[src/verilog/csr_pkg.sv]
/* Shared definitions for the machine-mode CSR unit: addresses, causes, access structs
   and the masked write helper. Imported by every module of the unit. */
`default_nettype none

package csr_pkg;

    localparam logic [31:0] MISA_RESET = 32'h40000100; // RV32I, MXL = 1

    typedef enum logic [11:0] {
        MSTATUS    = 12'h300,
        MISA       = 12'h301,
        MIE        = 12'h304,
        MTVEC      = 12'h305,
        MSCRATCH   = 12'h340,
        MEPC       = 12'h341,
        MCAUSE     = 12'h342,
        MTVAL      = 12'h343,
        MIP        = 12'h344,
        MVMCTL     = 12'h7C0, // Custom protection window
        MVMDB      = 12'h7C1,
        MVMDL      = 12'h7C2,
        MVMIB      = 12'h7C3,
        MVMIL      = 12'h7C4,
        MCYCLE     = 12'hB00,
        MINSTRET   = 12'hB02,
        MCYCLEH    = 12'hB80,
        MINSTRETH  = 12'hB82,
        CYCLE      = 12'hC00, // User aliases, read only
        TIME       = 12'hC01,
        INSTRET    = 12'hC02,
        CYCLEH     = 12'hC80,
        TIMEH      = 12'hC81,
        INSTRETH   = 12'hC82,
        MVENDORID  = 12'hF11,
        MARCHID    = 12'hF12,
        MIMPID     = 12'hF13,
        MHARTID    = 12'hF14,
        MCONFIGPTR = 12'hF15
    } csr_addr_e;

    // Encodings follow funct3[1:0] of CSRRW/CSRRS/CSRRC
    typedef enum logic [1:0] {
        WRITE = 2'b01,
        SET   = 2'b10,
        CLEAR = 2'b11
    } csr_op_e;

    typedef enum logic [4:0] {
        INSTR_ADDR_MISALIGNED = 5'd0,
        INSTR_ACCESS_FAULT    = 5'd1,
        ILLEGAL_INSTRUCTION   = 5'd2,
        BREAKPOINT            = 5'd3,
        LOAD_ACCESS_FAULT     = 5'd5,
        STORE_ACCESS_FAULT    = 5'd7,
        ECALL_FROM_UMODE      = 5'd8,
        ECALL_FROM_MMODE      = 5'd11
    } exc_code_e;

    typedef enum logic [4:0] {
        M_SW_INT  = 5'd3,
        M_TIM_INT = 5'd7,
        M_EXT_INT = 5'd11
    } irq_code_e;

    typedef enum logic [1:0] {
        U = 2'b00,
        M = 2'b11
    } priv_e;

    typedef struct packed {
        logic        read;
        logic        write;
        logic        killed; // Squashed by the pipeline
        csr_op_e     op;
        logic [11:0] addr;   // Raw, may hold unsupported addresses
        logic [31:0] wdata;
    } csr_access_t;

    typedef struct packed {
        logic        raise;
        logic        mret;
        exc_code_e   exc_code;
        logic [31:0] pc;
        logic [31:0] instr;
        logic        jump;        // Interrupted instruction was a taken jump
        logic [31:0] jump_target;
    } trap_req_t;

    typedef struct packed {
        logic [18:0] rsvd_31_13;
        priv_e       mpp;
        logic [2:0]  rsvd_10_8;
        logic        mpie;
        logic [2:0]  rsvd_6_4;
        logic        mie;
        logic [2:0]  rsvd_2_0;
    } mstatus_f_t;

    // Raw view for masked writes, field view for trap handling
    typedef union packed {
        logic [31:0] raw;
        mstatus_f_t  f;
    } mstatus_u;

    typedef enum logic [2:0] {
        CNT_NONE,
        CNT_MCYCLE_LO,
        CNT_MCYCLE_HI,
        CNT_MINSTRET_LO,
        CNT_MINSTRET_HI
    } cnt_sel_e;

    typedef struct packed {
        cnt_sel_e    sel;
        logic [31:0] data;
    } cnt_wr_t;

    // Bits outside the mask keep their current value
    function automatic logic [31:0] csr_apply_op(csr_op_e op, logic [31:0] cur,
                                                 logic [31:0] data, logic [31:0] mask);
        logic [31:0] nxt;
        case (op)
            WRITE:   nxt = data;
            SET:     nxt = cur | data;
            CLEAR:   nxt = cur & ~data;
            default: nxt = cur;
        endcase
        return (cur & ~mask) | (nxt & mask);
    endfunction

endpackage

`default_nettype wire

[src/verilog/csr_bank.sv]
/* Machine CSR storage with per-register write masks, the combinational read port,
   and trap entry and return. Counter writes are forwarded to the counter block. */
`default_nettype none
`timescale 1ns/1ps

module csr_bank import csr_pkg::*; #(
    parameter int unsigned HART_ID = 0
) (
    input  logic        clk,
    input  logic        reset,
    input  csr_access_t access_i,
    input  trap_req_t   trap_i,
    input  logic        irq_ack_i,
    input  irq_code_e   irq_code_i,
    input  logic [31:0] mip_i,
    input  logic [63:0] mcycle_i,
    input  logic [63:0] minstret_i,
    input  logic [63:0] mtime_i,
    output logic [31:0] mie_o,
    output logic        mstatus_mie_o,
    output cnt_wr_t     cnt_wr_o,
    output logic [31:0] rdata_o,
    output priv_e       priv_o,
    output logic [31:0] mtvec_o,
    output logic [31:0] mepc_o,
    output logic [31:0] mvmctl_o,
    output logic [31:0] mvmdb_o,
    output logic [31:0] mvmib_o,
    output logic [31:0] mvmdl_o,
    output logic [31:0] mvmil_o
);

    mstatus_u    mstatus_q;
    priv_e       priv_q;
    logic [31:0] misa_q, mie_q, mtvec_q, mscratch_q, mepc_q, mcause_q, mtval_q;
    logic [31:0] mvmctl_q, mvmdb_q, mvmib_q, mvmdl_q, mvmil_q;

    csr_addr_e   addr;
    logic [31:0] csr_val;  // Current value at addr
    logic [31:0] wmask;    // Writable bits at addr
    cnt_sel_e    cnt_sel;
    logic [31:0] wr_data;
    logic        do_write;

    assign addr = csr_addr_e'(access_i.addr);

    // Address decode shared by the read port and the write path
    always_comb begin
        csr_val = '0;
        wmask   = '0;
        cnt_sel = CNT_NONE;
        case (addr)
            MSTATUS:   begin csr_val = mstatus_q.raw; wmask = 32'h007E19AA; end
            MISA:      begin csr_val = misa_q;        wmask = 32'h3C000000; end
            MIE:       begin csr_val = mie_q;         wmask = 32'h00000888; end
            MTVEC:     begin csr_val = mtvec_q;       wmask = 32'hFFFFFFFC; end
            MSCRATCH:  begin csr_val = mscratch_q;    wmask = '1;           end
            MEPC:      begin csr_val = mepc_q;        wmask = 32'hFFFFFFFC; end
            MCAUSE:    begin csr_val = mcause_q;      wmask = '1;           end
            MTVAL:     begin csr_val = mtval_q;       wmask = '1;           end
            MIP:       csr_val = mip_i;               // Driven by the IRQ lines
            MVMCTL:    begin csr_val = mvmctl_q;      wmask = 32'h00000001; end
            MVMDB:     begin csr_val = mvmdb_q;       wmask = 32'hFFFFFFFC; end
            MVMDL:     begin csr_val = mvmdl_q;       wmask = 32'hFFFFFFFC; end
            MVMIB:     begin csr_val = mvmib_q;       wmask = 32'hFFFFFFFC; end
            MVMIL:     begin csr_val = mvmil_q;       wmask = 32'hFFFFFFFC; end
            MCYCLE:    begin csr_val = mcycle_i[31:0];    wmask = '1; cnt_sel = CNT_MCYCLE_LO; end
            MCYCLEH:   begin csr_val = mcycle_i[63:32];   wmask = '1; cnt_sel = CNT_MCYCLE_HI; end
            MINSTRET:  begin csr_val = minstret_i[31:0];  wmask = '1; cnt_sel = CNT_MINSTRET_LO; end
            MINSTRETH: begin csr_val = minstret_i[63:32]; wmask = '1; cnt_sel = CNT_MINSTRET_HI; end
            CYCLE:     csr_val = mcycle_i[31:0];
            CYCLEH:    csr_val = mcycle_i[63:32];
            INSTRET:   csr_val = minstret_i[31:0];
            INSTRETH:  csr_val = minstret_i[63:32];
            TIME:      csr_val = mtime_i[31:0];
            TIMEH:     csr_val = mtime_i[63:32];
            MHARTID:   csr_val = 32'(HART_ID);
            default:   csr_val = '0; // ID registers and unknown addresses
        endcase
    end

    assign wr_data  = csr_apply_op(access_i.op, csr_val, access_i.wdata, wmask);
    // Traps and acks take the cycle, a pending write is dropped
    assign do_write = access_i.write && !access_i.killed &&
                      !trap_i.mret && !trap_i.raise && !irq_ack_i;

    assign rdata_o = (access_i.read && !access_i.killed) ? csr_val : '0;

    assign cnt_wr_o.sel  = do_write ? cnt_sel : CNT_NONE;
    assign cnt_wr_o.data = wr_data;

    always_ff @(posedge clk) begin
        if (reset) begin
            mstatus_q.raw <= '0;
            priv_q        <= M;
            misa_q        <= MISA_RESET;
            mie_q         <= '0;
            mtvec_q       <= '0;
            mscratch_q    <= '0;
            mepc_q        <= '0;
            mcause_q      <= '0;
            mtval_q       <= '0;
            mvmctl_q      <= '0;
            mvmdb_q       <= '0;
            mvmib_q       <= '0;
            mvmdl_q       <= '0;
            mvmil_q       <= '0;
        end else if (trap_i.mret) begin
            mstatus_q.f.mie <= mstatus_q.f.mpie;
            priv_q          <= mstatus_q.f.mpp;
        end else if (trap_i.raise || irq_ack_i) begin
            // Common trap entry bookkeeping
            mstatus_q.f.mpp  <= priv_q;
            mstatus_q.f.mpie <= mstatus_q.f.mie;
            mstatus_q.f.mie  <= 1'b0;
            priv_q           <= M;
            if (trap_i.raise) begin
                mcause_q <= {27'b0, trap_i.exc_code};
                mepc_q   <= (trap_i.exc_code == ECALL_FROM_MMODE) ? trap_i.pc
                                                                  : trap_i.pc + 32'd4;
                mtval_q  <= (trap_i.exc_code == ILLEGAL_INSTRUCTION) ? trap_i.instr
                                                                     : trap_i.pc;
            end else begin
                mcause_q <= {1'b1, 26'b0, irq_code_i};
                mepc_q   <= trap_i.jump ? trap_i.jump_target : trap_i.pc; // Resume point
            end
        end else if (do_write) begin
            case (addr)
                MSTATUS:  mstatus_q.raw <= wr_data;
                MISA:     misa_q        <= wr_data;
                MIE:      mie_q         <= wr_data;
                MTVEC:    mtvec_q       <= wr_data;
                MSCRATCH: mscratch_q    <= wr_data;
                MEPC:     mepc_q        <= wr_data;
                MCAUSE:   mcause_q      <= wr_data;
                MTVAL:    mtval_q       <= wr_data;
                MVMCTL:   mvmctl_q      <= wr_data;
                MVMDB:    mvmdb_q       <= wr_data;
                MVMDL:    mvmdl_q       <= wr_data;
                MVMIB:    mvmib_q       <= wr_data;
                MVMIL:    mvmil_q       <= wr_data;
                default:  ; // Counters go out on cnt_wr_o
            endcase
        end
    end

    assign mie_o         = mie_q;
    assign mstatus_mie_o = mstatus_q.f.mie;
    assign priv_o        = priv_q;
    assign mtvec_o       = mtvec_q;
    assign mepc_o        = mepc_q;
    assign mvmctl_o      = mvmctl_q;
    assign mvmdb_o       = mvmdb_q;
    assign mvmib_o       = mvmib_q;
    assign mvmdl_o       = mvmdl_q;
    assign mvmil_o       = mvmil_q;

    a_trap_onehot: assert property (@(posedge clk) disable iff (reset)
        !(trap_i.mret && trap_i.raise));

    a_wdata_known: assert property (@(posedge clk) disable iff (reset)
        access_i.write |-> !$isunknown(access_i.wdata));

endmodule

`default_nettype wire

[src/verilog/irq_arbiter.sv]
/* Samples the interrupt lines into mip and picks the highest-priority enabled source.
   The pending flag is registered and drops the cycle after an acknowledge. */
`default_nettype none
`timescale 1ns/1ps

module irq_arbiter import csr_pkg::*; (
    input  logic        clk,
    input  logic        reset,
    input  logic [31:0] irq_i,
    input  logic [31:0] mie_i,
    input  logic        mstatus_mie_i,
    input  logic        irq_ack_i,
    output logic [31:0] mip_o,
    output irq_code_e   irq_code_o,
    output logic        irq_pending_o
);

    logic [31:0] mip_q;
    logic [31:0] enabled;
    logic        fire;

    assign enabled = mip_q & mie_i;
    assign fire    = mstatus_mie_i && (enabled != '0) && !irq_ack_i;

    always_ff @(posedge clk) begin
        if (reset) begin
            mip_q         <= '0;
            irq_pending_o <= 1'b0;
        end else begin
            mip_q         <= irq_i;
            irq_pending_o <= fire;
        end
    end

    // External over software over timer
    always_ff @(posedge clk) begin
        if (fire) begin
            if (enabled[M_EXT_INT])
                irq_code_o <= M_EXT_INT;
            else if (enabled[M_SW_INT])
                irq_code_o <= M_SW_INT;
            else
                irq_code_o <= M_TIM_INT;
        end
    end

    assign mip_o = mip_q;

    a_code_enabled: assert property (@(posedge clk) disable iff (reset)
        irq_pending_o |-> (($past(enabled) & (32'd1 << irq_code_o)) != '0));

endmodule

`default_nettype wire

[src/verilog/hpm_counters.sv]
/* Free-running 64-bit mcycle and minstret counters. Either 32-bit half can be
   written through cnt_wr_i, which replaces the increment for that cycle. */
`default_nettype none
`timescale 1ns/1ps

module hpm_counters import csr_pkg::*; (
    input  logic        clk,
    input  logic        reset,
    input  logic        retire_i,
    input  cnt_wr_t     cnt_wr_i,
    output logic [63:0] mcycle_o,
    output logic [63:0] minstret_o
);

    function automatic logic [63:0] count_next(logic [63:0] cur, logic inc,
                                               logic wr_lo, logic wr_hi,
                                               logic [31:0] data);
        if (wr_lo)
            return {cur[63:32], data};
        if (wr_hi)
            return {data, cur[31:0]};
        return cur + 64'(inc);
    endfunction

    always_ff @(posedge clk) begin
        if (reset) begin
            mcycle_o   <= '0;
            minstret_o <= '0;
        end else begin
            mcycle_o   <= count_next(mcycle_o, 1'b1,
                                     cnt_wr_i.sel == CNT_MCYCLE_LO,
                                     cnt_wr_i.sel == CNT_MCYCLE_HI, cnt_wr_i.data);
            minstret_o <= count_next(minstret_o, retire_i,
                                     cnt_wr_i.sel == CNT_MINSTRET_LO,
                                     cnt_wr_i.sel == CNT_MINSTRET_HI, cnt_wr_i.data);
        end
    end

    a_sel_legal: assert property (@(posedge clk) disable iff (reset)
        cnt_wr_i.sel inside {CNT_NONE, CNT_MCYCLE_LO, CNT_MCYCLE_HI,
                             CNT_MINSTRET_LO, CNT_MINSTRET_HI});

endmodule

`default_nettype wire

[src/verilog/csr_unit_top.sv]
/* Top level of the machine-mode CSR unit. Connects the register bank,
   the interrupt arbiter and the cycle/instret counters. */
`default_nettype none
`timescale 1ns/1ps

module csr_unit_top import csr_pkg::*; #(
    parameter int unsigned HART_ID = 0
) (
    input  logic        clk,
    input  logic        reset,
    input  csr_access_t access_i,
    input  trap_req_t   trap_i,
    input  logic [31:0] irq_i,
    input  logic        irq_ack_i,
    input  logic        retire_i,
    input  logic [63:0] mtime_i,
    output logic [31:0] rdata_o,
    output logic        irq_pending_o,
    output priv_e       priv_o,
    output logic [31:0] mtvec_o,
    output logic [31:0] mepc_o,
    output logic [31:0] mvmctl_o,
    output logic [31:0] mvmdb_o,
    output logic [31:0] mvmib_o,
    output logic [31:0] mvmdl_o,
    output logic [31:0] mvmil_o
);

    logic [31:0] mie, mip;
    logic        mstatus_mie;
    irq_code_e   irq_code;
    cnt_wr_t     cnt_wr;
    logic [63:0] mcycle, minstret;

    csr_bank #(.HART_ID(HART_ID)) csr_bank_i (
        .clk, .reset, .access_i, .trap_i, .irq_ack_i,
        .irq_code_i(irq_code), .mip_i(mip),
        .mcycle_i(mcycle), .minstret_i(minstret), .mtime_i,
        .mie_o(mie), .mstatus_mie_o(mstatus_mie), .cnt_wr_o(cnt_wr),
        .rdata_o, .priv_o, .mtvec_o, .mepc_o,
        .mvmctl_o, .mvmdb_o, .mvmib_o, .mvmdl_o, .mvmil_o
    );

    irq_arbiter irq_arbiter_i (
        .clk, .reset, .irq_i,
        .mie_i(mie), .mstatus_mie_i(mstatus_mie), .irq_ack_i,
        .mip_o(mip), .irq_code_o(irq_code), .irq_pending_o
    );

    hpm_counters hpm_counters_i (
        .clk, .reset, .retire_i,
        .cnt_wr_i(cnt_wr), .mcycle_o(mcycle), .minstret_o(minstret)
    );

endmodule

`default_nettype wire

[config.mk]
export PLATFORM = sky130hd
export DESIGN_NAME = csr_unit_top
export DESIGN_NICKNAME = d
export VERILOG_FILES = /design/src/verilog/csr_pkg.sv /design/src/verilog/csr_bank.sv /design/src/verilog/irq_arbiter.sv /design/src/verilog/hpm_counters.sv /design/src/verilog/csr_unit_top.sv
export SDC_FILE = /design/constraint.sdc
export NUM_CORES = 2
export LEC_CHECK = 0
export BUFFER_PORTS_ARGS = -buffer_cell sky130_fd_sc_hd__clkbuf_2
export CELL_PAD_IN_SITES_DETAIL_PLACEMENT = 0
export CELL_PAD_IN_SITES_GLOBAL_PLACEMENT = 1
export CORE_MARGIN = 4
export CORE_UTILIZATION = 43
export CTS_CLUSTER_SIZE = 28
export DETAILED_ROUTE_END_ITERATION = 8
export PLACE_DENSITY = 0.8
export SYNTH_ARGS = -nofsm -noshare
export SYNTH_HDL_FRONTEND = slang
export SYNTH_SLANG_ARGS = --single-unit
export TNS_END_PERCENT = 30
[constraint.sdc]
create_clock -name clk -period 3.7 [get_ports clk]
set_input_delay 0.74 -clock clk [delete_from_list [all_inputs] [get_ports clk]]
set_output_delay 0.74 -clock clk [all_outputs]
set_load 0.005 [all_outputs]
==> results.toml <==
[setup_path]
cp.required_ps = 2960
worst-path-max-fanout = 8
r2r-start = "hpm_counters_i.minstret_o[14]"
r2r_cells = 7
criticalPathCategory = "in2out"
crit_arrival_ps = 3390
cp-startpoint = "access_i[32]"
critical_path.startpoint_type = "input pin"
setup.worst_path.end_class = "output port"

[clocking]
clock_latency_ps = 630
htree_num_levels = 3
numCtsBuffers = 67
cts_tree = "yes"
clk_pin_slew_worst_paths_ps = 60
root_buffer = "clkbuf_16"
cts.sinks = 581
clk_path_buf_depth = 3

[routing]
dr.pass1.iters = 7
drt_iter0_markers = 7421
routedWlPerCell_microns = 36.4
wirelength_microns = 216000
drtAntennaViolNets = 0
num_vias = 40200
route.detailed.drc = 0
viasPerCell = 6.78

[power]
swShare_pct = 26.2
leakage_nw = 17.5
ir_drop_uv = 560
powerDensity_nw_per_um2 = 345
seq_power_share_pct = 42.5
p_sw_mw = 4.02
p_int_mw = 11.3
p_clk_share_pct = 47.8
combPwrFrac_pct = 9.6

[timing]
post-route-period-util_pct = 112
setup_ws_ps = -431
setup_tns_ps = -7590
rsz0062_at_grt = "true"
tightest_slew_ps = 1410
clock_skew_ps = 16.4
hold_viol_final = 0
max_slew_margin_pct = 5.89
setup_viol = 40
period_minus_slack_ps = 4130
fmax_mhz = 242
slew_violations = 0

[yosys]
yosys_most_used_dff = "dfxtp_1"
synth_edf_count = 2
syn_area_per_cell_sq_um = 8.19
ys_types = 114
netlist_area_sq_um = 31600
synthCells = 3864
yosysWarnings = 0
ys_async_sr_fraction_pct = 0
seq_area_frac_synth_pct = 36.8
synth_seq_cells = 581
syn_nets = 4121

[place]
gp_congestion = 1.19
dpl_cell_area_sq_um = 40900
port_buffers = 511
hpwl_microns = 172000
place_inst = 5767

[run_status]
failed_checks = "negative setup slack"
status = "finished, violations left"

[global_route]
grt_pass1_wl_microns = 292000
gr-usage-met1_pct = 67.3
use_met2_pct = 73.2
track_usage_pct = 52.6
overflow = 0
grt_pass1_vias = 36400
grt-busiest-layer = "met2"
grtUsageMet3_pct = 22.3
grt_max_degree = 77
antenna_found_initial = 21

[finish]
fin_area_sq_um = 44400
syn_to_final_growth_pct = 40.3
final_cell_mix = "696 x buf_4, 579 x dfxtp_1, 500 x clkbuf_2"
layout.nets = 5167
final_common_cell = "buf_4"
reg_top3 = "hpm_counters_i.mcycle_o x64, hpm_counters_i.minstret_o x64"
drive_above_1_share_pct = 34.1
final_cell_count_no_fill = 5936

[min_path]
hold_path_class = "in2reg"
min_from = "irq_i[14]"
holdPathStages = 2

[die]
start_util_pct = 43.4
rows = 99
die_w_microns = 279
die_area_sq_um = 78000
io_pins = 512
core_sq_um = 73000
chipHeight_microns = 279

[run]
cap_violations = 0
## path summary, 6_finish.rpt
path                                                 endpoint  slack [ps]
worst min register to register       csr_bank_i.mscratch_q[0]         450
worst max-delay path                              rdata_o[23]        -430
worst min-delay path                  irq_arbiter_i.mip_o[14]         330
worst max register to register  hpm_counters_i.minstret_o[59]         330
## critical path, stage by stage
cell      delay (ps)
buf_4            170
buf_12           150
or4bb_4          220
buf_4            140
nor3_4            60
buf_6            140
a222oi_1         890
nand4_1          340
buf_4            260
nor2b_4          120
buf_2            130
## power groups by stage
stage	clock, mW	combinational [mW]	sequential, mW
3_5_place_dp	0	1.35	6.62
6_report	7.32	1.48	6.51
2_1_floorplan	0	0.600	6.51
5_1_grt	7.51	1.51	6.49
3_3_place_gp	0	1.34	6.62
4_1_cts	7.29	1.39	6.48
## logic make-up (layout without fill, tap and decap cells)
family | after synthesis | count (layout) | synth area share, %
AO/OA/AOI/OAI | 1186 | 1186 | 26.3
XOR/XNOR | 88 | 88 | 2.44
adder cells (fa/ha/maj) | 4 | 4 | 0.158
buffers and inverters | 371 | 1467 | 5.48
flip-flops | 581 | 581 | 36.8
multiplexers | 145 | 145 | 4.78
other | 0 | 17 | 0
AND/OR/NAND/NOR | 1489 | 1489 | 24.1
## stage by stage
step                      util, %  power [mW]  hold WS (ps)  worst slack (ps)
final                        60.9        15.3           332              -431
after global routing         60.8        15.5           328              -294
after CTS                    60.4        15.2           312              -315
after detailed placement     56.1        7.97           432              -731
after global placement       56.1        7.96           427              -745
after floorplan                 -        7.11           417               322
## per-layer routing
metal  vias up  share of wire, %
met5         -             0.031
met2      3720                39
li1      16500                 -
met1     19100                37
met3       908                16
met4        10               8.4
## layout make-up
| cell class | instances | area (sq um) |
|---|---|---|
| clock inverter | 23 | 373 |
| clock buffer | 96 | 2020 |
| inverter | 25 | 93.8 |
| tap | 959 | 1200 |
| sequential | 581 | 11700 |
| timing repair buffer | 1323 | 9980 |
| fill | 6743 | 28500 |
| multi-input combinational | 2912 | 19100 |
| antenna | 17 | 42.5 |
## cells in the mapped netlist (19+ instances only)
library cell  instances  area share, %
xnor2_1              54            1.5
nor3_1              122            1.9
xor2_1               34           0.94
a2111oi_0            21           0.58
and2_1               22           0.43
o21ai_1              26           0.41
nand2b_1             23           0.45
a222oi_1             22           0.70
nand2_1             378            4.5
mux2i_1              95            3.0
nor2b_1             165            3.3
a22o_1               54            1.5
a21oi_1             190            3.0
nor2_1              347            4.1
o21a_1               19           0.45
inv_1                25           0.30
nand4_1              73            1.4
a211oi_1            148            3.5
buf_2                91            1.4
buf_1                26           0.31
mux2_2               50            1.8
dfxtp_1             579             37
clkbuf_1            186            2.2
nor4_1               43           0.85
buf_4                26           0.62
nor3b_1              24           0.57
a21o_1               20           0.47
and4_1               20           0.55
o21ai_0             207            3.3
a31oi_1              45           0.89
nand3_1             107            1.7
and3_1               51            1.0
o22ai_1              78            1.5
a22oi_1             142            3.4
## what timing repair did
| item | CTS | global route |
|---|---|---|
| cloned | 1 | 0 |
| pin swaps | 9 | 20 |
| setup endpoints to repair | 32 | 32 |
| hold buffers | 0 | 0 |
| buffers inserted | 25 | 10 |
| gates resized for setup | 121 | 63 |
No activity file was read; power rests on OpenSTA's default activity.
